**src/frame_pkg.sv**
```systemverilog
package frame_pkg;

    ////////////////////////////////////////
    // widths and framing constants

    localparam int BYTE_W      = 8;
    localparam int COORD_W     = 16;
    localparam int ADDR_W      = 16;
    localparam int DATA_W      = 32;
    localparam int CMD_BYTES   = (ADDR_W + DATA_W) / BYTE_W;
    localparam int MAGIC_BYTES = 8;

    // spells BIVFRAME, sent from the top byte down
    localparam logic [MAGIC_BYTES*BYTE_W-1:0] MAGIC_NUM = 64'h42_49_56_46_52_41_4D_45;

    ////////////////////////////////////////
    // bundled signals

    typedef struct packed {
        logic              sof;
        logic [BYTE_W-1:0] ch0;
        logic [BYTE_W-1:0] ch1;
    } pixel_beat_t;

    typedef struct packed {
        logic [ADDR_W-1:0] addr;
        logic [DATA_W-1:0] data;
    } command_t;

    typedef struct packed {
        logic [COORD_W-1:0] col_start;
        logic [COORD_W-1:0] row_start;
    } roi_corner_t;

    // host register map
    typedef enum logic [ADDR_W-1:0] {
        REG_COL_START = 16'h0010,
        REG_ROW_START = 16'h0011
    } reg_addr_e;

    typedef enum logic [1:0] {
        SER_IDLE,
        SER_HEADER,
        SER_CH0,
        SER_CH1
    } ser_state_e;

endpackage

```
**src/roi_cropper.sv**
```systemverilog
`timescale 1ns/1ps

module roi_cropper #(
    parameter int unsigned RAW_WIDTH  = 640,
    parameter int unsigned RAW_HEIGHT = 480,
    parameter int unsigned ROI_WIDTH  = 512,
    parameter int unsigned ROI_HEIGHT = 480
) (
    input  logic                   core_clk,
    input  logic                   sys_reset,
    input  frame_pkg::pixel_beat_t pix_i,
    input  logic                   pix_valid_i,
    input  frame_pkg::roi_corner_t corner_i,
    output frame_pkg::pixel_beat_t roi_pix_o,
    output logic                   roi_valid_o
);
    import frame_pkg::*;

    logic [COORD_W-1:0] col_q;
    logic [COORD_W-1:0] row_q;
    logic [COORD_W-1:0] cur_col;
    logic [COORD_W-1:0] cur_row;
    roi_corner_t        corner_q;
    roi_corner_t        corner_sel;
    logic [COORD_W:0]   col_end;
    logic [COORD_W:0]   row_end;
    logic               col_last;
    logic               row_last;
    logic               in_window;
    logic               at_corner;

    ////////////////////////////////////////
    // position of the current beat

    // sof forces the origin and picks up a fresh corner
    always_comb begin
        cur_col    = pix_i.sof ? '0 : col_q;
        cur_row    = pix_i.sof ? '0 : row_q;
        corner_sel = pix_i.sof ? corner_i : corner_q;
    end

    assign col_last = (cur_col == COORD_W'(RAW_WIDTH - 1));
    assign row_last = (cur_row == COORD_W'(RAW_HEIGHT - 1));

    // window bounds, one bit wider so the end cannot wrap
    assign col_end = {1'b0, corner_sel.col_start} + (COORD_W + 1)'(ROI_WIDTH);
    assign row_end = {1'b0, corner_sel.row_start} + (COORD_W + 1)'(ROI_HEIGHT);

    assign in_window = (cur_col >= corner_sel.col_start) && ({1'b0, cur_col} < col_end) &&
                       (cur_row >= corner_sel.row_start) && ({1'b0, cur_row} < row_end);
    assign at_corner = (cur_col == corner_sel.col_start) && (cur_row == corner_sel.row_start);

    always_ff @(posedge core_clk) begin
        if (sys_reset) begin
            col_q    <= '0;
            row_q    <= '0;
            corner_q <= corner_i;
        end else if (pix_valid_i) begin
            corner_q <= corner_sel;
            if (col_last) begin
                col_q <= '0;
                row_q <= row_last ? '0 : cur_row + COORD_W'(1);
            end else begin
                col_q <= cur_col + COORD_W'(1);
                row_q <= cur_row;
            end
        end
    end

    ////////////////////////////////////////
    // kept beats

    always_ff @(posedge core_clk) begin
        if (sys_reset) begin
            roi_valid_o <= 1'b0;
        end else begin
            roi_valid_o <= pix_valid_i && in_window;
        end
    end

    always_ff @(posedge core_clk) begin
        if (pix_valid_i && in_window) begin
            roi_pix_o.sof <= at_corner;
            roi_pix_o.ch0 <= pix_i.ch0;
            roi_pix_o.ch1 <= pix_i.ch1;
        end
    end

    raw_row_bound_a: assert property (
        @(posedge core_clk) disable iff (sys_reset)
        row_q < COORD_W'(RAW_HEIGHT)
    );

endmodule

```
**config.mk**
```make
export PLATFORM = sky130hd
export DESIGN_NAME = roi_cropper
export DESIGN_NICKNAME = d
export VERILOG_FILES = /design/src/frame_pkg.sv /design/src/roi_cropper.sv
export SDC_FILE = /design/constraint.sdc
export NUM_CORES = 1
export LEC_CHECK = 0
export BUFFER_PORTS_ARGS = -buffer_cell sky130_fd_sc_hd__buf_4
export CELL_PAD_IN_SITES_DETAIL_PLACEMENT = 1
export CELL_PAD_IN_SITES_GLOBAL_PLACEMENT = 1
export CORE_ASPECT_RATIO = 0.9
export CORE_MARGIN = 3
export CORE_UTILIZATION = 40
export CTS_CLUSTER_SIZE = 14
export DETAILED_ROUTE_END_ITERATION = 16
export GPL_TIMING_DRIVEN = 0
export PLACE_DENSITY = 0.84
export SLEW_MARGIN = 20
export SYNTH_ARGS = -nofsm -noshare
export SYNTH_HDL_FRONTEND = slang
export SYNTH_SLANG_ARGS = --single-unit
```
**constraint.sdc**
```tcl
create_clock -name core_clk -period 6.4 [get_ports core_clk]
set_input_delay 1.28 -clock core_clk [delete_from_list [all_inputs] [get_ports core_clk]]
set_output_delay 1.28 -clock core_clk [all_outputs]
set_load 0.01 [all_outputs]
```
==> out/metrics.csv <==
metric,value,unit
Final period util,93.7,%
Bufs on Longest Clock Path,2,
dominant synthesized flop cell,edfxtp_1,
worst slack at placement,0.0708,ns
first-pass GRT wire length,27400,um
vias in the first global route,5124,
CTS tree,done,
sequential element share of the synthesized area,37.6,%
Chip Width,132,um
die height,119,um
PD cells,195,nW/um2
Placer Congestion,0.878,
worst-skew pair later-pin latency,0.35,ns
starting DRC count in detailed routing,311,
"EDFF count, synth",49,
number of diodes,0,
post-route ant nets,0,
Tot Pwr,1.32,mW
PostCTS Resize Cnt,0,
Post-Syn Instances,588,
r2r worst-path depth,14,
GRT Util Overall,21.8,%
Startpoint Class,input port,
Worst Setup End Kind,flop,
Root Driver,clkbuf_16,
"commonest non-fill, non-tap cell in the layout",buf_4,
total wire length,17000,um
Row Count,40,
Fillers,1564,
wire per inst,19.7,um
number of hold buffers added after CTS,0,
Slew Limit Fails,0,
RSZ-0062 raised after global routing,no,
final hold slack,0.471,ns
Clock transition at path regs,0.07,ns
largest net degree at the start of global routing,29,
Seq cells post-synth,82,
Boundary Pins,70,
Residual DRC,0,
WP data required,6.46,ns
clk sinks,82,
area delta synth->final,19.0,%
# port buffers,68,
"Hold Vio Cnt, Final",0,
initial antenna violation count,0,
maximum VDD drop,0.150,mV
Worst Hold Path Cells,2,
"commonest non-fill, non-tap cells in the layout","68 x buf_4, 54 x ha_1, 51 x inv_1, 49 x mux2i_1, 49 x edfxtp_1",
Peak Freq,0.167,GHz
Vias,4922,
mapped cell area,5670,um2
worst slew pin tran,0.824,ns
Max Cap Violations,0,
H-tree lvl count,3,
number of buffers created by CTS,9,
Nets,775,
Slew HR,45.1,%
Synth Net Count,694,
outcome,"complete, no violations",
grt ovf,0,
CP arrival,6.06,ns
Worst Hold Class,reg2reg,
core area,13600,um2
design area,6750,um2
final core occ,49.6,%
routed vias/inst,5.70,
post-CTS setup buffers,0,
die area,15700,um2
layout cells sized above 1,17.4,%
"Avg Cell Area, Syn",9.65,um2
Setup WS post-layout,0.402,ns
CP max FO,13,
cell area after placement,6470,um2
synth unique cells,56,
warnings from Yosys,0,
dpl hpwl,13100,um
Async SR Flop Fraction,0,%
fin crit period,6.00,ns
Pleak,2.97,nW
drt pass-1 iters,5,
final setup vio count,0,
critical path type,in2reg,
clk_skew,0.00629,ns
Initial Util,41.7,%
## cell type report
type                            instances  area, um2  share of cell area, %
Buffer                                 20       91.3                   1.35
Timing Repair Buffer                   70        542                   8.02
Multi-Input combinational cell        434       3270                   48.4
Inverter                               52        195                   2.89
Sequential cell                        82       2130                   31.6
Tap cell                              189        236                   3.50
Clock buffer                            9        225                   3.34
Clock inverter                          7       60.1                  0.889
## power by group
group | total, mW | leakage [nW] | switching [mW] | internal (mW)
Sequential | 0.594 | 0.748 | 0.00760 | 0.586
Clock | 0.503 | 0.137 | 0.234 | 0.269
Combinational | 0.219 | 2.08 | 0.127 | 0.0920
## synth_stat cells, types with 4 or more instances
| library cell | instances | area, um2 |
|---|---|---|
| a211oi_1 | 6 | 45.0 |
| a21o_1 | 6 | 45.0 |
| a21oi_1 | 30 | 150 |
| a221oi_1 | 4 | 35.0 |
| a22o_1 | 8 | 70.1 |
| a32o_1 | 4 | 40.0 |
| and2_1 | 4 | 25.0 |
| and3_1 | 6 | 37.5 |
| and4_1 | 5 | 43.8 |
| buf_2 | 7 | 35.0 |
| clkbuf_1 | 11 | 41.3 |
| dfxtp_1 | 33 | 661 |
| edfxtp_1 | 49 | 1470 |
| ha_1 | 54 | 676 |
| inv_1 | 52 | 195 |
| mux2_2 | 13 | 146 |
| mux2i_1 | 49 | 490 |
| nand2_1 | 40 | 150 |
| nand2b_1 | 7 | 43.8 |
| nand3_1 | 18 | 90.1 |
| nand4_1 | 12 | 75.1 |
| nand4b_1 | 6 | 52.6 |
| nor2_1 | 26 | 97.6 |
| nor2b_1 | 27 | 169 |
| nor3_1 | 7 | 35.0 |
| nor4_1 | 8 | 50.1 |
| o211ai_1 | 4 | 30.0 |
| o21ai_0 | 34 | 170 |
| o22ai_1 | 5 | 31.3 |
| xnor2_1 | 11 | 96.3 |
| xor2_1 | 9 | 78.8 |
## critical path, cell delays in order
cell and delay, ns:
buf_4 0.10, buf_2 0.31, buf_2 0.35, buf_2 0.34, buf_2 0.36, mux2_2 0.43, ha_1 0.25, nand3_1 0.10
nor2_1 0.06, xor2_1 0.17, ha_1 0.30, and3_1 0.20, a221oi_1 0.30, o21ai_0 0.17, a211oi_1 0.33, o22ai_1 0.21
nor4bb_4 0.54, buf_6 0.24
## routing by layer
| metal | GRT usage [%] | part of all wire [%] |
|---|---|---|
| met2 | 35.2 | 46 |
| met3 | 4.86 | 5.4 |
| met5 | 0 | 0 |
| met4 | 7.55 | 2.2 |
| met1 | 29.1 | 46 |
## worst paths after layout
check / startpoint / to / slack [ns]
max: pix_i[16] / roi_pix_o[2]$_DFFE_PP_ / 0.40
max reg2reg: corner_q[26]$_DFFE_PP_ / roi_pix_o[2]$_DFFE_PP_ / 2.37
min: col_q[9]$_SDFFE_PP0P_ / col_q[9]$_SDFFE_PP0P_ / 0.47
min reg2reg: col_q[9]$_SDFFE_PP0P_ / col_q[9]$_SDFFE_PP0P_ / 0.47
## registers in the layout (all words and copies together) (netlist names)
signal	flops
col_q	16
corner_q	32
roi_pix_o	17
roi_valid_o	1
row_q	16
## per-stage QoR
| step | setup TNS (ns) | cells |
|---|---|---|
| floorplan | 0 | 588 |
| global placement | -26.54 | 845 |
| detailed placement | 0 | 847 |
| CTS | 0 | 863 |
| global route | 0 | 863 |
| finish | 0 | 863 |
## cell families after synthesis
family,count (synthesis),share of synthesized area (%)
simple gates,187,18.8
mux,62,11.2
buf+inv,72,5.05
xor+xnor,20,3.09
flops,82,37.6
fa+ha+maj,54,11.9
compound gates,111,12.3
Note: power is estimated with default switching activity, not from simulation.
