### src/frame_pkg.sv
package frame_pkg;

    ////////////////////////////////////////
    // widths and framing constants

    localparam int BYTE_W      = 8;
    localparam int COORD_W     = 16;
    localparam int ADDR_W      = 16;
    localparam int DATA_W      = 32;
    localparam int CMD_BYTES   = (ADDR_W + DATA_W) / BYTE_W;
    localparam int MAGIC_BYTES = 8;

    // spells BIVFRAME, sent from the top byte down
    localparam logic [MAGIC_BYTES*BYTE_W-1:0] MAGIC_NUM = 64'h42_49_56_46_52_41_4D_45;

    ////////////////////////////////////////
    // bundled signals

    typedef struct packed {
        logic              sof;
        logic [BYTE_W-1:0] ch0;
        logic [BYTE_W-1:0] ch1;
    } pixel_beat_t;

    typedef struct packed {
        logic [ADDR_W-1:0] addr;
        logic [DATA_W-1:0] data;
    } command_t;

    typedef struct packed {
        logic [COORD_W-1:0] col_start;
        logic [COORD_W-1:0] row_start;
    } roi_corner_t;

    // host register map
    typedef enum logic [ADDR_W-1:0] {
        REG_COL_START = 16'h0010,
        REG_ROW_START = 16'h0011
    } reg_addr_e;

    typedef enum logic [1:0] {
        SER_IDLE,
        SER_HEADER,
        SER_CH0,
        SER_CH1
    } ser_state_e;

endpackage

### src/roi_regs.sv
`timescale 1ns/1ps

module roi_regs #(
    parameter int unsigned DEFAULT_COL_START = 64,
    parameter int unsigned DEFAULT_ROW_START = 0
) (
    input  logic                   core_clk,
    input  logic                   sys_reset,
    input  frame_pkg::command_t    cmd_i,
    input  logic                   cmd_valid_i,
    output frame_pkg::roi_corner_t corner_o
);
    import frame_pkg::*;

    reg_addr_e          cmd_addr;
    logic [COORD_W-1:0] cmd_value;
    logic [COORD_W-1:0] col_start_q;
    logic [COORD_W-1:0] row_start_q;

    ////////////////////////////////////////
    // command decode

    assign cmd_addr  = reg_addr_e'(cmd_i.addr);
    assign cmd_value = cmd_i.data[COORD_W-1:0];

    ////////////////////////////////////////
    // corner registers

    always_ff @(posedge core_clk) begin
        if (sys_reset) begin
            col_start_q <= COORD_W'(DEFAULT_COL_START);
            row_start_q <= COORD_W'(DEFAULT_ROW_START);
        end else if (cmd_valid_i) begin
            case (cmd_addr)
                REG_COL_START: begin
                    col_start_q <= cmd_value;
                end
                REG_ROW_START: begin
                    row_start_q <= cmd_value;
                end
                default: begin
                    // unknown address, nothing to update
                end
            endcase
        end
    end

    always_comb begin
        corner_o.col_start = col_start_q;
        corner_o.row_start = row_start_q;
    end

endmodule

### config.mk
export PLATFORM = sky130hd
export DESIGN_NAME = roi_regs
export DESIGN_NICKNAME = d
export VERILOG_FILES = /design/src/frame_pkg.sv /design/src/roi_regs.sv
export SDC_FILE = /design/constraint.sdc
export NUM_CORES = 1
export LEC_CHECK = 0
export ABC_AREA = 1
export BUFFER_PORTS_ARGS = -buffer_cell sky130_fd_sc_hd__buf_4
export CORE_ASPECT_RATIO = 0.6
export CORE_MARGIN = 4
export CORE_UTILIZATION = 46
export DETAILED_ROUTE_END_ITERATION = 16
export PLACE_DENSITY = 0.79
export SLEW_MARGIN = 20
export SYNTH_ARGS = -nofsm -noshare
export SYNTH_HDL_FRONTEND = slang
export SYNTH_SLANG_ARGS = --single-unit
export TNS_END_PERCENT = 50
### constraint.sdc
create_clock -name core_clk -period 1.4 [get_ports core_clk]
set_input_delay 0.14 -clock core_clk [delete_from_list [all_inputs] [get_ports core_clk]]
set_output_delay 0.14 -clock core_clk [all_outputs]
set_load 0.02 [all_outputs]
==> results.sh, run 1 <==
export IMPL_synth_area_leaders="dfxtp_1, inv_1, nand2_1"
export IMPL_synth_xor_area_share=0
export IMPL_finalSetupViolCount=0
export IMPL_rows=16
export IMPL_drt_iter0_markers=119
export IMPL_route_met3_wl_um=451
export IMPL_p_per_area_nw_per_um2=770.7
export IMPL_highest_layer="met4"
export IMPL_async_flop_share=0
export IMPL_cts_setup_buffers=0
export IMPL_cts_htree_levels=2
export IMPL_syn_cell_area_um2=1727
export IMPL_muxShareOfSynthArea=0
export IMPL_grt_ovfl_total=0
export IMPL_cts_sinks=32
export IMPL_syn_nets=322
export IMPL_die_w_um=87.10
export IMPL_grtUsageTotal=0.1885
export IMPL_layout_setup_ws_ns=0.3304
export IMPL_slew_headroom=0.7121
export IMPL_first_pass_iters=4
export IMPL_yosys_most_used_dff="dfxtp_1"
export IMPL_synth_edf_count=0
export IMPL_seq_area_frac_synth=0.3710
export IMPL_multi_input_area_um2=708.2
export IMPL_crit_chain="buf_4, nor2_1, nand2_1, nor2_4, nand3_4, nand2_1, inv_1, nor2_1"
export IMPL_r2r_start="col_start_q[2]"
export IMPL_max_clock_path_buffers=2
export IMPL_worst_pin_slew_ns=0.4314
export IMPL_intPower_mw=1.437
export IMPL_fmax_mhz=935.0
export IMPL_power_frac_clock=0.417
export IMPL_power_switching_mw=0.4165
export IMPL_ys_ff_latch=32
export IMPL_slowest_delay_ns=0.29
export IMPL_ys_top_cells_by_count="inv_1, nand2_1, nor2_1, dfxtp_1, nand4_1"
export IMPL_synth_top_family_by_area="simple AND/OR/NAND/NOR gates"
export IMPL_tns_ns=0
export IMPL_area_growth_pct=39.28
export IMPL_synth_cell_type_count=15
export IMPL_seq_area_um2=640.6
export IMPL_fill_cells=313
export IMPL_vias=1768
export IMPL_yosysTopAreaCell="dfxtp_1"
export IMPL_fin_skew_ns=0
export IMPL_dp_hpwl_mm=3.277
export IMPL_cts_resized=0
export IMPL_worstPathRequired_ns=1.62
export IMPL_maxCapViolCount=0
export IMPL_rr_endpoint="col_start_q[2]"
export IMPL_grt_max_degree=33
export IMPL_p_seq_frac=0.491
export IMPL_antennaDiodeCount=0
export IMPL_wl_met2_mm=1.880
export IMPL_hold_viol=0
export IMPL_cts_made_buffers=5
export IMPL_power_leakage_nw=1.268
export IMPL_min_from="cmd_i[6]"
export IMPL_grt_pass1_wl_mm=7.334
export IMPL_cp_start_kind="input port"
export IMPL_wl_mm=4.429
export IMPL_path_delay_family="simple AND/OR/NAND/NOR gates"
export IMPL_yosysMostFrequentCell="inv_1"
export IMPL_die_area_um2=4830
export IMPL_clock_latency_ns=0.28
export IMPL_r2r_cells=4
export IMPL_synth_simple_area_share=0.4101
export IMPL_ir_worst_vdd_mv=0.4754
export IMPL_fin_crit_ns=1.070
export IMPL_rsz0062_at_grt="false"
export IMPL_period_share=0.7640
export IMPL_nNetsFinal=392
export IMPL_cts_tree="yes"
export IMPL_io_pins=83
export IMPL_path_max_fanout=16
export IMPL_drc=0
export IMPL_clockRootBuffer="clkbuf_8"
export IMPL_gp_congestion=0.8137
export IMPL_avgSynthCellArea_um2=6.371
export IMPL_wl_per_cell_um=11.47
export IMPL_cp_slowest_cell="nand3_4"
export IMPL_crit_cells=8
export IMPL_ys_warn_count=0
export IMPL_postCtsHoldBufs=0
export IMPL_start_util=0.5044
export IMPL_grt_antenna_before_repair=0
export IMPL_endpoint_kind="flop"
export IMPL_core_um2=3423
export IMPL_crit_buf_inv=2
export IMPL_vias_per_cell=4.580
export IMPL_hp_class="input port to flop"
export IMPL_status="finished clean"
export IMPL_finalPower_mw=1.853
export IMPL_synth_fa_ha_area_frac=0
export IMPL_drive_gt1_frac=0.2962
export IMPL_grt_pass1_vias=1663
export IMPL_place_ws_ns=0.03057
export IMPL_ant_nets=0
export IMPL_holdPathStages=3
export IMPL_syn_inst=271
export IMPL_die_h_um=55.46
export IMPL_cts_clk_slew_worst_paths_ns=0.06
export IMPL_wl_met1_mm=2.058
export IMPL_synth_top_cell_area_share=0.3710
export IMPL_crit_type="input port to flop"
export IMPL_port_buffers=66
export IMPL_r2r_setup_slack_ns=0.69
export IMPL_cp_data_arrival_time_ns=1.29
export IMPL_p_comb_frac=0.092
export IMPL_drv_slew=0
export IMPL_hold_path_end="col_start_q[6]"
export IMPL_hold_ws_ns=0.1504
export IMPL_p_sw_frac=0.2248
export IMPL_synth_compound_area_share=0
final cells by class:
cell class	instances	share of cell area
sequential	32	0.2664
clock buffer	7	0.04006
timing repair buffer	76	0.2477
inverter	82	0.1280
tap	45	0.02341
multi-input combinational	144	0.2945
flip-flops by register name, summed over array words and instances (netlist names):
| register | flops |
|---|---|
| col_start_q | 16 |
| row_start_q | 16 |
worst max-delay path by stage:
stage | startpoint | end | slack, ns
after detailed placement | cmd_i[40] | row_start_q[3] | 0.03
after global placement | cmd_i[40] | row_start_q[4] | 0.07
after floorplan | cmd_valid_i | col_start_q[0] | 0.35
final | cmd_i[45] | row_start_q[3] | 0.33
after CTS | cmd_i[40] | row_start_q[3] | 0.32
after global routing | cmd_i[40] | row_start_q[9] | 0.18
routing by layer:
metal	track usage	vias up
met1	0.2592	763
met3	0.05646	6
li1	-	930
met4	0.05252	0
met5	0	-
met2	0.2843	69
cells by family after synthesis:
family	count (synthesis)
buffers and inverters	95
and+or+nand+nor	144
DFF	32
stage by stage:
| stage | util | cells | instance area (um2) |
|---|---|---|---|
| after floorplan | - | 271 | 1727 |
| after global placement | 0.6743 | 379 | 2308 |
| after detailed placement | 0.6743 | 379 | 2308 |
| after CTS | 0.7025 | 386 | 2405 |
| after global routing | 0.7025 | 386 | 2405 |
| final | 0.7025 | 386 | 2405 |
power groups by stage:
| stage | sequential (mW) | clock (mW) | combinational, mW |
|---|---|---|---|
| floorplan | 0.931 | 0 | 0.0726 |
| global placement | 0.931 | 0 | 0.167 |
| detailed placement | 0.931 | 0 | 0.170 |
| CTS | 0.910 | 0.783 | 0.170 |
| global route | 0.909 | 0.828 | 0.187 |
| finish | 0.910 | 0.773 | 0.171 |
worst register-to-register path, cell delays in order, from the launching register on:
cell     delay, ns
dfxtp_1       0.38
inv_1         0.06
nand2_1       0.07
inv_1         0.04
nor2_1        0.10
cell usage in the layout, fill, tap and decap left out, drive strengths merged:
cell,n
nand4,32
dfxtp,32
clkbuf,7
buf,76
nand2,67
inv,82
nor2,41
nand3,4
No activity file was read; power rests on OpenSTA's default activity.
==> inputs of run 2 (changes only) <==
--- a/config.mk
+++ b/config.mk
@@ -5,13 +5,13 @@
 export SDC_FILE = /design/constraint.sdc
 export NUM_CORES = 1
 export LEC_CHECK = 0
-export ABC_AREA = 1
+export ABC_AREA = 0
 export BUFFER_PORTS_ARGS = -buffer_cell sky130_fd_sc_hd__buf_4
 export CORE_ASPECT_RATIO = 0.6
 export CORE_MARGIN = 4
-export CORE_UTILIZATION = 46
+export CORE_UTILIZATION = 41
 export DETAILED_ROUTE_END_ITERATION = 16
-export PLACE_DENSITY = 0.79
+export PLACE_DENSITY = 0.77
 export SLEW_MARGIN = 20
 export SYNTH_ARGS = -nofsm -noshare
 export SYNTH_HDL_FRONTEND = slang
==> constraint.sdc (replaced) <==
create_clock -name core_clk -period 1 [get_ports core_clk]
set_input_delay 0.1 -clock core_clk [delete_from_list [all_inputs] [get_ports core_clk]]
set_output_delay 0.1 -clock core_clk [all_outputs]
set_load 0.02 [all_outputs]
==> results.sh, run 2 <==
export IMPL_status="finished, violations left"
export IMPL_violations="negative setup slack"
export IMPL_grt_pass1_vias=1404
export IMPL_cts_clk_slew_worst_paths_ns=0.06
export IMPL_wl_per_cell_um=18.98
export IMPL_ir_worst_vdd_mv=0.8377
export IMPL_fmax_mhz=902.8
export IMPL_avgSynthCellArea_um2=8.551
export IMPL_mostFrequentLayoutCells="buf_4, dfxtp_1, nand3_1"
export IMPL_power_frac_clock=0.376
export IMPL_intPower_mw=1.864
export IMPL_p_sw_frac=0.2362
export IMPL_dpl_cell_area_um2=1851
export IMPL_power_leakage_nw=0.8369
export IMPL_top_regs="col_start_q (16), row_start_q (16)"
export IMPL_grt_pass1_wl_mm=6.686
export IMPL_p_seq_frac=0.522
export IMPL_hp_class="input port to flop"
export IMPL_antennaDiodeCount=0
export IMPL_ys_warn_count=0
export IMPL_async_flop_share=0
export IMPL_fin_crit_ns=1.108
export IMPL_die_w_um=80.45
export IMPL_wl_mm=4.917
export IMPL_cp_data_arrival_time_ns=1.27
export IMPL_fill_cells=213
export IMPL_finalSetupViolCount=31
export IMPL_grtUsageTotal=0.2142
export IMPL_ys_ff_latch=32
export IMPL_syn_nets=202
export IMPL_cts_htree_levels=2
export IMPL_vias=1489
export IMPL_highest_layer="met4"
export IMPL_gp_congestion=0.7977
export IMPL_hold_viol=0
export IMPL_slew_headroom=0.7613
export IMPL_worstPathRequired_ns=1.17
export IMPL_synth_area_leaders="dfxtp_1, a21oi_1, nand3_1"
export IMPL_synth_cell_type_count=16
export IMPL_worst_pin_slew_ns=0.3581
export IMPL_rows=15
export IMPL_power_switching_mw=0.5767
export IMPL_final_util=0.7372
export IMPL_nNetsFinal=268
export IMPL_rr_endpoint="col_start_q[6]"
export IMPL_die_h_um=51.47
export IMPL_cts_sinks=32
export IMPL_period_share=1.108
export IMPL_postCtsHoldBufs=0
export IMPL_r2r_cells=2
export IMPL_place_ws_ns=-0.3664
export IMPL_wl_met1_mm=1.850
export IMPL_layout_commonest_cell="buf_4"
export IMPL_cp_start_kind="input port"
export IMPL_maxCapViolCount=0
export IMPL_die_area_um2=4141
export IMPL_cts_made_buffers=5
export IMPL_dp_hpwl_mm=3.164
export IMPL_drv_slew=0
export IMPL_area_growth_pct=68.22
export IMPL_fin_skew_ns=0
export IMPL_postLayoutCellArea_um2=2172
export IMPL_clockRootBuffer="clkbuf_8"
export IMPL_crit_type="input port to flop"
export IMPL_endpoint="col_start_q[3]"
export IMPL_layout_setup_ws_ns=-0.1077
export IMPL_drt_iter0_markers=117
export IMPL_hold_ws_ns=0.08532
export IMPL_drive_gt1_frac=0.5207
export IMPL_yosysTopAreaCell="dfxtp_1"
export IMPL_startpoint="cmd_i[33]"
export IMPL_vias_per_cell=5.749
export IMPL_seq_area_frac_synth=0.4961
export IMPL_r2r_setup_slack_ns=0.30
export IMPL_r2r_start="col_start_q[6]"
export IMPL_clock_latency_ns=0.29
export IMPL_grt_max_degree=33
export IMPL_start_util=0.4382
export IMPL_rsz0062_at_grt="true"
export IMPL_first_pass_iters=4
export IMPL_p_comb_frac=0.102
export IMPL_route_met3_wl_um=511
export IMPL_cts_tree="yes"
export IMPL_synth_top_cell_area_share=0.4961
export IMPL_max_clock_path_buffers=2
export IMPL_syn_inst=151
export IMPL_ys_top_cells_by_count="a21oi_1, dfxtp_1, nand3_1, o21ai_0"
export IMPL_syn_cell_area_um2=1291
export IMPL_port_buffers=66
export IMPL_grt_antenna_before_repair=0
export IMPL_endpoint_kind="flop"
export IMPL_core_um2=2947
export IMPL_wl_met2_mm=2.445
export IMPL_drc=0
export IMPL_synth_edf_count=0
export IMPL_io_pins=83
export IMPL_ant_nets=0
export IMPL_holdPathStages=3
export IMPL_path_max_fanout=8
export IMPL_p_per_area_nw_per_um2=1124
export IMPL_grt_ovfl_total=0
export IMPL_yosys_most_used_dff="dfxtp_1"
run 2: critical path, stage by stage:
cell and delay [ns]:
buf_4 0.12, nor4b_4 0.29, nand4_1 0.18, buf_6 0.19
clkbuf_16 0.17, o21ai_2 0.14, a21oi_2 0.07
run 2: worst min-delay path by stage:
| stage | slack, ns | endpoint | start |
|---|---|---|---|
| 2_1_floorplan | 0.17 | col_start_q[11] | sys_reset |
| 3_3_place_gp | 0.37 | row_start_q[0] | cmd_i[0] |
| 3_5_place_dp | 0.38 | col_start_q[13] | cmd_i[13] |
| 4_1_cts | 0.09 | col_start_q[13] | cmd_i[13] |
| 5_1_grt | 0.08 | col_start_q[9] | cmd_i[9] |
| 6_report | 0.09 | col_start_q[13] | cmd_i[13] |
run 2: stage by stage:
| stage | TNS (ns) | std cells | total power [mW] |
|---|---|---|---|
| after floorplan | -1.619 | 151 | 1.364 |
| after detailed placement | -9.492 | 248 | 1.526 |
| final | -2.499 | 259 | 2.441 |
| after global placement | -7.170 | 248 | 1.518 |
| after global routing | -4.647 | 259 | 2.524 |
| after CTS | -0.06031 | 255 | 2.407 |
run 2: layout make-up:
| class | count | area, um2 | share of cell area |
|---|---|---|---|
| timing repair buffer | 75 | 670.6 | 0.3088 |
| multi-input combinational | 102 | 726.9 | 0.3347 |
| sequential | 32 | 640.6 | 0.2949 |
| clock inverter | 1 | 5.005 | 0.002304 |
| tap | 42 | 52.55 | 0.02419 |
| inverter | 1 | 3.754 | 0.001728 |
| clock buffer | 6 | 72.57 | 0.03341 |
run 2: cells by family after synthesis:
kind of cell,share of synthesized area
and+or+nand+nor,0.1802
AOI/OAI and AO/OA,0.2500
buffers and inverters,0.07364
DFF,0.4961
run 2: layer usage:
layer,GRT usage,up-vias
met1,0.2602,697
met2,0.3585,93
met4,0.07865,0
li1,-,687
met5,0,-
met3,0.06514,12
run 2: timing repair:
action,CTS,global route
pin swaps,1,8
gates cloned,0,3
resized for setup,9,56
buffers inserted,0,1
endpoints found under the setup margin,21,32
run 2: power by group through the flow:
stage               sequential [mW]  combinational, mW  clock (mW)
finish                         1.27              0.248       0.918
CTS                            1.27              0.225       0.906
floorplan                      1.30             0.0614           0
global placement               1.30              0.215           0
detailed placement             1.30              0.224           0
global route                   1.27              0.263       0.987
