===== src/frame_pkg.sv =====
package frame_pkg;

    ////////////////////////////////////////
    // widths and framing constants

    localparam int BYTE_W      = 8;
    localparam int COORD_W     = 16;
    localparam int ADDR_W      = 16;
    localparam int DATA_W      = 32;
    localparam int CMD_BYTES   = (ADDR_W + DATA_W) / BYTE_W;
    localparam int MAGIC_BYTES = 8;

    // spells BIVFRAME, sent from the top byte down
    localparam logic [MAGIC_BYTES*BYTE_W-1:0] MAGIC_NUM = 64'h42_49_56_46_52_41_4D_45;

    ////////////////////////////////////////
    // bundled signals

    typedef struct packed {
        logic              sof;
        logic [BYTE_W-1:0] ch0;
        logic [BYTE_W-1:0] ch1;
    } pixel_beat_t;

    typedef struct packed {
        logic [ADDR_W-1:0] addr;
        logic [DATA_W-1:0] data;
    } command_t;

    typedef struct packed {
        logic [COORD_W-1:0] col_start;
        logic [COORD_W-1:0] row_start;
    } roi_corner_t;

    // host register map
    typedef enum logic [ADDR_W-1:0] {
        REG_COL_START = 16'h0010,
        REG_ROW_START = 16'h0011
    } reg_addr_e;

    typedef enum logic [1:0] {
        SER_IDLE,
        SER_HEADER,
        SER_CH0,
        SER_CH1
    } ser_state_e;

endpackage


===== src/frame_serializer.sv =====
`timescale 1ns/1ps

module frame_serializer (
    input  logic                         core_clk,
    input  logic                         sys_reset,
    input  frame_pkg::pixel_beat_t       beat_i,
    input  logic                         beat_avail_i,
    output logic                         pop_o,
    input  logic                         tx_stall_i,
    output logic [frame_pkg::BYTE_W-1:0] tx_byte_o,
    output logic                         tx_valid_o
);
    import frame_pkg::*;

    localparam int IDX_W = $clog2(MAGIC_BYTES);

    ser_state_e       state;
    ser_state_e       next_beat_state;
    logic [IDX_W-1:0] hdr_idx;
    pixel_beat_t      beat_q;
    logic [BYTE_W-1:0] hdr_byte;

    // take a beat when idle or right after the last byte of the previous one
    assign pop_o = beat_avail_i &&
                   ((state == SER_IDLE) || ((state == SER_CH1) && !tx_stall_i));

    // a frame start needs the magic header first
    assign next_beat_state = beat_i.sof ? SER_HEADER : SER_CH0;

    // header walks down from the top byte
    assign hdr_byte = MAGIC_NUM[(MAGIC_BYTES - 1 - int'(hdr_idx)) * BYTE_W +: BYTE_W];

    always_ff @(posedge core_clk) begin
        if (pop_o) begin
            beat_q <= beat_i;
        end
    end

    ////////////////////////////////////////
    // byte sequencing

    always_ff @(posedge core_clk) begin
        if (sys_reset) begin
            state      <= SER_IDLE;
            hdr_idx    <= '0;
            tx_valid_o <= 1'b0;
            tx_byte_o  <= '0;
        end else begin
            tx_valid_o <= 1'b0;
            case (state)
                SER_IDLE: begin
                    hdr_idx <= '0;
                    if (pop_o) begin
                        state <= next_beat_state;
                    end
                end
                SER_HEADER: begin
                    if (!tx_stall_i) begin
                        tx_valid_o <= 1'b1;
                        tx_byte_o  <= hdr_byte;
                        hdr_idx    <= hdr_idx + IDX_W'(1);
                        if (hdr_idx == IDX_W'(MAGIC_BYTES - 1)) begin
                            state <= SER_CH0;
                        end
                    end
                end
                SER_CH0: begin
                    if (!tx_stall_i) begin
                        tx_valid_o <= 1'b1;
                        tx_byte_o  <= beat_q.ch0;
                        state      <= SER_CH1;
                    end
                end
                SER_CH1: begin
                    if (!tx_stall_i) begin
                        tx_valid_o <= 1'b1;
                        tx_byte_o  <= beat_q.ch1;
                        hdr_idx    <= '0;
                        state      <= pop_o ? next_beat_state : SER_IDLE;
                    end
                end
                default: begin
                    state <= SER_IDLE;
                end
            endcase
        end
    end

    // a sampled stall blanks the next cycle
    stall_blanks_a: assert property (
        @(posedge core_clk) disable iff (sys_reset)
        tx_stall_i |=> !tx_valid_o
    );

endmodule


===== config.mk =====
export PLATFORM = sky130hd
export DESIGN_NAME = frame_serializer
export DESIGN_NICKNAME = d
export VERILOG_FILES = /design/src/frame_pkg.sv /design/src/frame_serializer.sv
export SDC_FILE = /design/constraint.sdc
export NUM_CORES = 1
export LEC_CHECK = 0
export BUFFER_PORTS_ARGS = -buffer_cell sky130_fd_sc_hd__buf_4
export CAP_MARGIN = 20
export CORE_MARGIN = 2
export CORE_UTILIZATION = 41
export CTS_BUF_LIST = sky130_fd_sc_hd__clkbuf_16
export DETAILED_ROUTE_END_ITERATION = 8
export GPL_TIMING_DRIVEN = 0
export PLACE_DENSITY = 0.68
export SETUP_SLACK_MARGIN = 0.5
export SYNTH_ARGS = -nofsm -noshare
export SYNTH_HDL_FRONTEND = slang
export SYNTH_SLANG_ARGS = --single-unit

===== constraint.sdc =====
create_clock -name core_clk -period 4.4 [get_ports core_clk]
set_clock_uncertainty 0.2 [all_clocks]
set_input_delay 0.88 -clock core_clk [delete_from_list [all_inputs] [get_ports core_clk]]
set_output_delay 0.88 -clock core_clk [all_outputs]
set_load 0.02 [all_outputs]

==> reports/metrics.yaml, run 1 <==
relSlewSlack_pct: 65.9
place.gp.congestion: 0.781
min_path_type: "register to register"
grt_pass1_wl_mm: 4.36
dr.pass1.iters: 4
layout.cells.most_common_list: "33 x buf_4, 16 x edfxtp_1, 14 x dfxtp_1"
cts_made_buffers: 5
clock_path_buffers: 2
cts_resized: 0
cts_sinks: 30
irDropWorstVdd_uv: 275
p_per_area_mw_per_mm2: 428
die_w_um: 61.5
reg2reg_setup_slack_ns: 2.36
avgViaCountPerCell: 5.10
nNetsFinal: 173
wirelength_mm: 2.60
htree_num_levels: 2
multi_input_area_sq_um: 514
critPathMostFrequentCell: "buf_4"
rsz0062_at_grt: "no"
first_global_vias: 953
cts_setup_buffers: 0
synth-warning-count: 0
synth_xor_area_share_pct: 0
drv_slew: 0
place_inst: 184
holdPathStages: 2
crit_type: "primary input to primary output"
die_y_um: 61.5
grt_max_degree: 13
hold_viol: 0
grt_overflow: 0
grt_usage_pct: 16.9
path_clk_slew_ns: 0.05
drive_above_1_share_pct: 37.8
cpPeakStageDelay_ns: 0.43
syn_inst: 109
critical_path.cell_chain: "buf_4 > nor2b_1 > a21oi_1 > nor2b_1 > buf_4 > buf_4"
p_leak_uw: 0.000718
fill_cells: 274
rows: 20
min-delay-start: "tx_byte_o[2]"
final.setup.tns_ns: 0
synth-compound-area-share_pct: 14.6
status: "finished, final reports clean"
syn-num-nets: 135
vias: 979
die-area_sq_mm: 0.00379
synth-seq-cells: 30
synth_top_family_by_area: "compound AO/OA/AOI/OAI gates"
regArea_sq_um: 761
clk_latency_ns: 0.27
start_util_pct: 43.7
ios: 31
fin_crit_ns: 3.39
final.period_utilization_pct: 77.0
syn2layout_area_growth_pct: 31.3
max_cap_violations: 0
final_common_cell: "buf_4"
ctsHoldBuffers: 0
min_to: "tx_byte_o[2]"
holdWs_ns: 0.293
setup_violations: 0
crit-reg2reg-launch: "state[0]"
instances_no_fill: 192
drc_errors: 0
crit_required_ns: 3.32
antenna_left: 0
cp-end-kind: "primary output"
yosysSeqAreaShare_pct: 56.0
yosysUniqueCellTypes: 36
synth_fa_ha_area_share_pct: 4.61
start_kind: "primary input"
slowest_stage: "nor2b_1"
cts_root_buf: "clkbuf_16"
worstReg2RegEnd: "beat_q[5]"
rr_worst_depth: 4
total_power_uw: 763
timing.fmax_ghz: 0.295
antenna_found_initial: 0
avgSynthCellArea_sq_um: 12.5
antenna_cells: 0
syn_area_sq_mm: 0.00136
drtIter0Drc: 25
coreArea_sq_mm: 0.00310
crit_fanout: 12
avgRoutedWirePerCell_um: 13.6
arrival_ns: 2.31
port_buffers: 30
worst_slew_pin_slew_ns: 0.510
cts_tree: "yes"
synthMuxAreaShare_pct: 7.00
synthSimpleGateAreaFrac_pct: 11.7
hpwlAfterDp_mm: 1.91
==> metal layers <==
metal	vias to the layer above	GRT usage (%)	wire, um
li1	489	-	-
met1	464	19.6	1110
met2	20	26.8	1300
met3	6	6.30	125
met4	0	10.0	65
met5	-	0	0
==> kinds of logic after synthesis <==
logic type,Yosys count
fa+ha+maj,5
compound gates,25
buf+inv,12
flops,30
simple gates,28
mux,9
==> Yosys cell counts <==
| cell type | instances | share of area (%) |
|---|---|---|
| or2b_1 | 1 | 0.55 |
| a32oi_1 | 1 | 0.65 |
| o221a_2 | 3 | 2.5 |
| nor4_1 | 1 | 0.46 |
| nor3_1 | 3 | 1.1 |
| a2111oi_2 | 1 | 1.1 |
| mux2_2 | 4 | 3.3 |
| mux2i_1 | 5 | 3.7 |
| edfxtp_1 | 16 | 35 |
| nand2_1 | 4 | 1.1 |
| o221ai_1 | 2 | 1.3 |
| o21ai_0 | 2 | 0.74 |
| ha_1 | 5 | 4.6 |
| a21oi_1 | 5 | 1.8 |
| dfxtp_1 | 14 | 21 |
| a221oi_1 | 1 | 0.65 |
| o211a_1 | 1 | 0.74 |
| nor3b_2 | 1 | 0.92 |
| nor2b_1 | 4 | 1.8 |
| a311oi_1 | 1 | 0.65 |
| nor4bb_1 | 1 | 0.74 |
| o21bai_1 | 1 | 0.55 |
| a2bb2oi_1 | 1 | 0.65 |
| o22ai_1 | 3 | 1.4 |
| o21ba_2 | 1 | 0.74 |
| clkbuf_1 | 1 | 0.28 |
| buf_6 | 4 | 3.3 |
| nand3_1 | 3 | 1.1 |
| a22oi_1 | 1 | 0.55 |
| and3_4 | 1 | 0.83 |
| a211oi_1 | 1 | 0.55 |
| nor2_2 | 1 | 0.46 |
| inv_1 | 5 | 1.4 |
| buf_4 | 2 | 1.1 |
| nand2b_2 | 1 | 0.65 |
| nor2_1 | 7 | 1.9 |
==> per-stage QoR <==
stage / utilization [%] / setup WS (ns) / cell area (sq um)
final: 57.5 / 1.01 / 1780
after global routing: 57.5 / 0.858 / 1780
after CTS: 57.5 / 0.990 / 1780
after detailed placement: 53.0 / 0.991 / 1650
after global placement: 52.8 / 0.549 / 1640
after floorplan: - / 1.14 / 1360
==> worst max-delay path by stage <==
stage,start,endpoint,slack (ns)
after floorplan,tx_stall_i,pop_o,1.14
after global placement,tx_stall_i,pop_o,0.55
after detailed placement,tx_stall_i,pop_o,0.99
after CTS,tx_stall_i,pop_o,0.99
after global routing,tx_stall_i,pop_o,0.86
final,tx_stall_i,pop_o,1.01
==> worst max-delay path: cells and delay by family <==
family	cells	cell delay [ns]
AOI/OAI and AO/OA	1	0.12
and+or+nand+nor	2	0.71
buffers and inverters	3	0.60
==> flip-flops by register name (all words and copies together), names as in the netlist <==
signal,cells
beat_q,16
tx_byte_o,8
hdr_idx,3
state,2
tx_valid_o,1
==> where the power goes <==
part | internal, uW | switching [uW] | leakage, uW
sequential | 321 | 9.77 | 0.000266
clock | 203 | 109 | 0.0000724
combinational | 59.5 | 60.2 | 0.000379
total | 584 | 179 | 0.000718
==> area by class of cell <==
type / count / share of cell area, %
clock buffer: 5 / 7.02
timing repair buffer: 31 / 13.1
inverter: 5 / 1.05
tap: 44 / 3.09
multi-input combinational: 67 / 28.8
sequential: 30 / 42.7
clock inverter: 3 / 0.702
buffer: 7 / 3.58
Power figures use the tool's default switching activity.
==> run 2: changes to the inputs <==
--- a/config.mk
+++ b/config.mk
@@ -5,6 +5,7 @@
 export SDC_FILE = /design/constraint.sdc
 export NUM_CORES = 1
 export LEC_CHECK = 0
+export ABC_AREA = 1
 export BUFFER_PORTS_ARGS = -buffer_cell sky130_fd_sc_hd__buf_4
 export CAP_MARGIN = 20
 export CORE_MARGIN = 2
@@ -12,7 +13,7 @@
 export CTS_BUF_LIST = sky130_fd_sc_hd__clkbuf_16
 export DETAILED_ROUTE_END_ITERATION = 8
 export GPL_TIMING_DRIVEN = 0
-export PLACE_DENSITY = 0.68
+export PLACE_DENSITY = 0.69
 export SETUP_SLACK_MARGIN = 0.5
 export SYNTH_ARGS = -nofsm -noshare
 export SYNTH_HDL_FRONTEND = slang
==> constraint.sdc (replaced) <==
create_clock -name core_clk -period 3.5 [get_ports core_clk]
set_clock_uncertainty 0.2 [all_clocks]
set_input_delay 0.7 -clock core_clk [delete_from_list [all_inputs] [get_ports core_clk]]
set_output_delay 0.7 -clock core_clk [all_outputs]
set_load 0.02 [all_outputs]
==> reports/metrics.yaml, run 2 <==
switchingPower_uw: 353  # +97%
final.setup.tns_ns: 0  # unchanged
yosysMostFrequentCell: "nand2_1"
syn-num-nets: 148  # +9.6%
yosysUniqueCellTypes: 20  # -44%
regArea_sq_um: 761  # unchanged
grt_pass1_wl_mm: 4.43  # +1.6%
place.gp.congestion: 0.765  # -2.1%
worst_slew_pin_slew_ns: 0.373  # -0.137 ns
start_util_pct: 43.9  # +0.17 points
port_buffers: 30  # unchanged
path_clk_slew_ns: 0.05  # about the same
die_y_um: 59.1  # -4.0%
crit_required_ns: 2.60  # -0.72 ns
avgSynthCellArea_sq_um: 10.2  # -18%
grt_usage_pct: 17.9  # +0.98 points
synth_flop_cell: "edfxtp_1"
final_common_cell: "buf_4"
crit_fanout: 11  # -1
async_flop_share_pct: 0  # unchanged
clock_path_buffers: 2  # unchanged
synth_edf_count: 16  # unchanged
syn_area_sq_mm: 0.00124  # -8.5%
p_comb_share_pct: 25.4  # +9.7 points
min_path_type: "register to register"
timing.fmax_ghz: 0.360
p_sw_share_pct: 30.2  # +6.7 points
grt_max_degree: 12  # -1
avgViaCountPerCell: 5.16  # +1.1%
crit_type: "primary input to primary output"
pwr-share-seq_pct: 41.8  # -1.6 points
clk_latency_ns: 0.27  # about the same
hold_viol: 0  # unchanged
first_global_vias: 1017  # +6.7%
ctsHoldBuffers: 0  # unchanged
synth-warning-count: 0  # unchanged
antenna_found_initial: 0  # unchanged
holdWs_ns: 0.314  # +0.0205 ns
max_cap_violations: 0  # unchanged
setup_violations: 0  # unchanged
multi_input_area_sq_um: 435  # -15%
wirelength_mm: 2.57  # -1.2%
drive_above_1_share_pct: 29.2  # -8.6 points
clockPowerShare_pct: 32.8  # -8.1 points
drv_slew: 0  # unchanged
ios: 31  # unchanged
die-area_sq_mm: 0.00349  # -7.9%
antenna_cells: 0  # unchanged
grt_overflow: 0  # unchanged
vias: 990  # +1.1%
regMostFlops: "beat_q"
final.period_utilization_pct: 79.4
p_per_area_mw_per_mm2: 706  # +65%
syn2layout_area_growth_pct: 33.4
fin_crit_ns: 2.78
avgRoutedWirePerCell_um: 13.4  # -1.2%
largest_reg_flops: 16  # unchanged
p_leak_uw: 0.000694  # -3.3%
antenna_left: 0  # unchanged
synth-seq-cells: 30  # unchanged
ys_top_cells_by_area: "edfxtp_1 39%, dfxtp_1 23%, nand2_1 6.6%"
nNetsFinal: 186  # +7.5%
yosys.area.top_type_share_pct: 38.7  # +3.3 points
cts_tree: "yes"
syn_inst: 122  # +12%
htree_num_levels: 2  # unchanged
dr.pass1.iters: 4  # unchanged
die_w_um: 59.1  # -4.0%
status: "finished, final reports clean"
netlist_top_cells_count: "22 x nand2_1, 16 x edfxtp_1, 14 x a21oi_1, 14 x dfxtp_1, 11 x o21ai_1"
layout.cells.most_common_list: "30 x buf_4, 22 x nand2_1, 16 x edfxtp_1"
rsz0062_at_grt: "no"
top_regs: "beat_q (16), tx_byte_o (8), hdr_idx (3)"
cp-end-kind: "primary output"
arrival_ns: 1.88  # -0.43 ns
cts_sinks: 30  # unchanged
irDropWorstVdd_uv: 353  # +29%
start_kind: "primary input"
cts_made_buffers: 5  # unchanged
fill_cells: 249  # -9.1%
yosysSeqAreaShare_pct: 61.2  # +5.2 points
drtIter0Drc: 25  # unchanged
drc_errors: 0  # unchanged
rows: 19  # -5.0%
p_int_uw: 817  # +40%
synth_top_area_cell: "edfxtp_1"
coreArea_sq_mm: 0.00283  # -8.8%
relSlewSlack_pct: 75.1  # +9.2 points
hpwlAfterDp_mm: 1.87  # -2.2%
cts_root_buf: "clkbuf_16"
run 2: cell types whose count changed after synthesis, sizes merged, moves of 3 or more:
cell   delta
mux2      -4
nor2b     -4
a31oi     +6
a21oi     +9
mux2i     -5
nand2    +20
inv       +7
nor3      -3
o21ai    +13
o221a     -3
buf       -6
run 2: worst max-delay path, cell delays in order:
cell     delay, ns
buf_4         0.12
inv_1         0.18
o21ai_1       0.17
nor2_2        0.34
buf_6         0.21
buf_4         0.15
run 2: logic make-up after synthesis:
group	share of synthesized area, %
AND/OR/NAND/NOR	11.9
AO/OA/AOI/OAI	17.9
buffers and inverters	3.93
flip-flops	61.2
adder cells (fa/ha/maj)	5.04
run 2: path summary, 6_finish.rpt:
check | from | endpoint | slack, ns | depth (start not counted)
worst min register to register | beat_q[7] | tx_byte_o[7] | 0.31 | 2
worst max register to register | state[0] | beat_q[8] | 1.66 | 5
worst min-delay path | beat_q[7] | tx_byte_o[7] | 0.31 | 2
worst max-delay path | tx_stall_i | pop_o | 0.72 | 6
run 2: what timing repair did:
item                       CTS  global route
setup endpoints to repair    0             1
setup buffers                0             0
gates resized for setup      0             1
run 2: per-stage QoR:
step	power, uW	area [sq um]	std cells	worst slack (ns)	utilization (%)
after floorplan	674	1240	122	0.690	-
after global placement	774	1510	183	0.108	53.3
after detailed placement	791	1520	184	0.578	53.6
after CTS	1180	1660	192	0.553	58.5
after global routing	1240	1660	192	0.600	58.6
final	1170	1660	192	0.722	58.6
run 2: area by class of cell:
class                           count  share of cell area, %
Tap cell                           31                   2.34
Clock inverter                      3                  0.755
Inverter                           13                   2.94
Multi-Input combinational cell     79                   26.3
Timing Repair Buffer               31                   14.3
Clock buffer                        5                   7.55
Sequential cell                    30                   45.9
run 2: power by group through the flow:
stage	Sequential (uW)	Clock, uW	Combinational, uW
floorplan	518	0	156
global placement	494	0	279
detailed placement	495	0	296
CTS	490	396	299
global route	494	417	333
finish	489	384	297
run 2: metal layers:
layer | share of wire (%) | up-vias | track usage [%]
met5 | 0 | - | 0
met1 | 41 | 454 | 19.9
met4 | 2.1 | 0 | 13.0
li1 | - | 507 | -
met3 | 4.1 | 6 | 4.80
met2 | 53 | 23 | 29.4
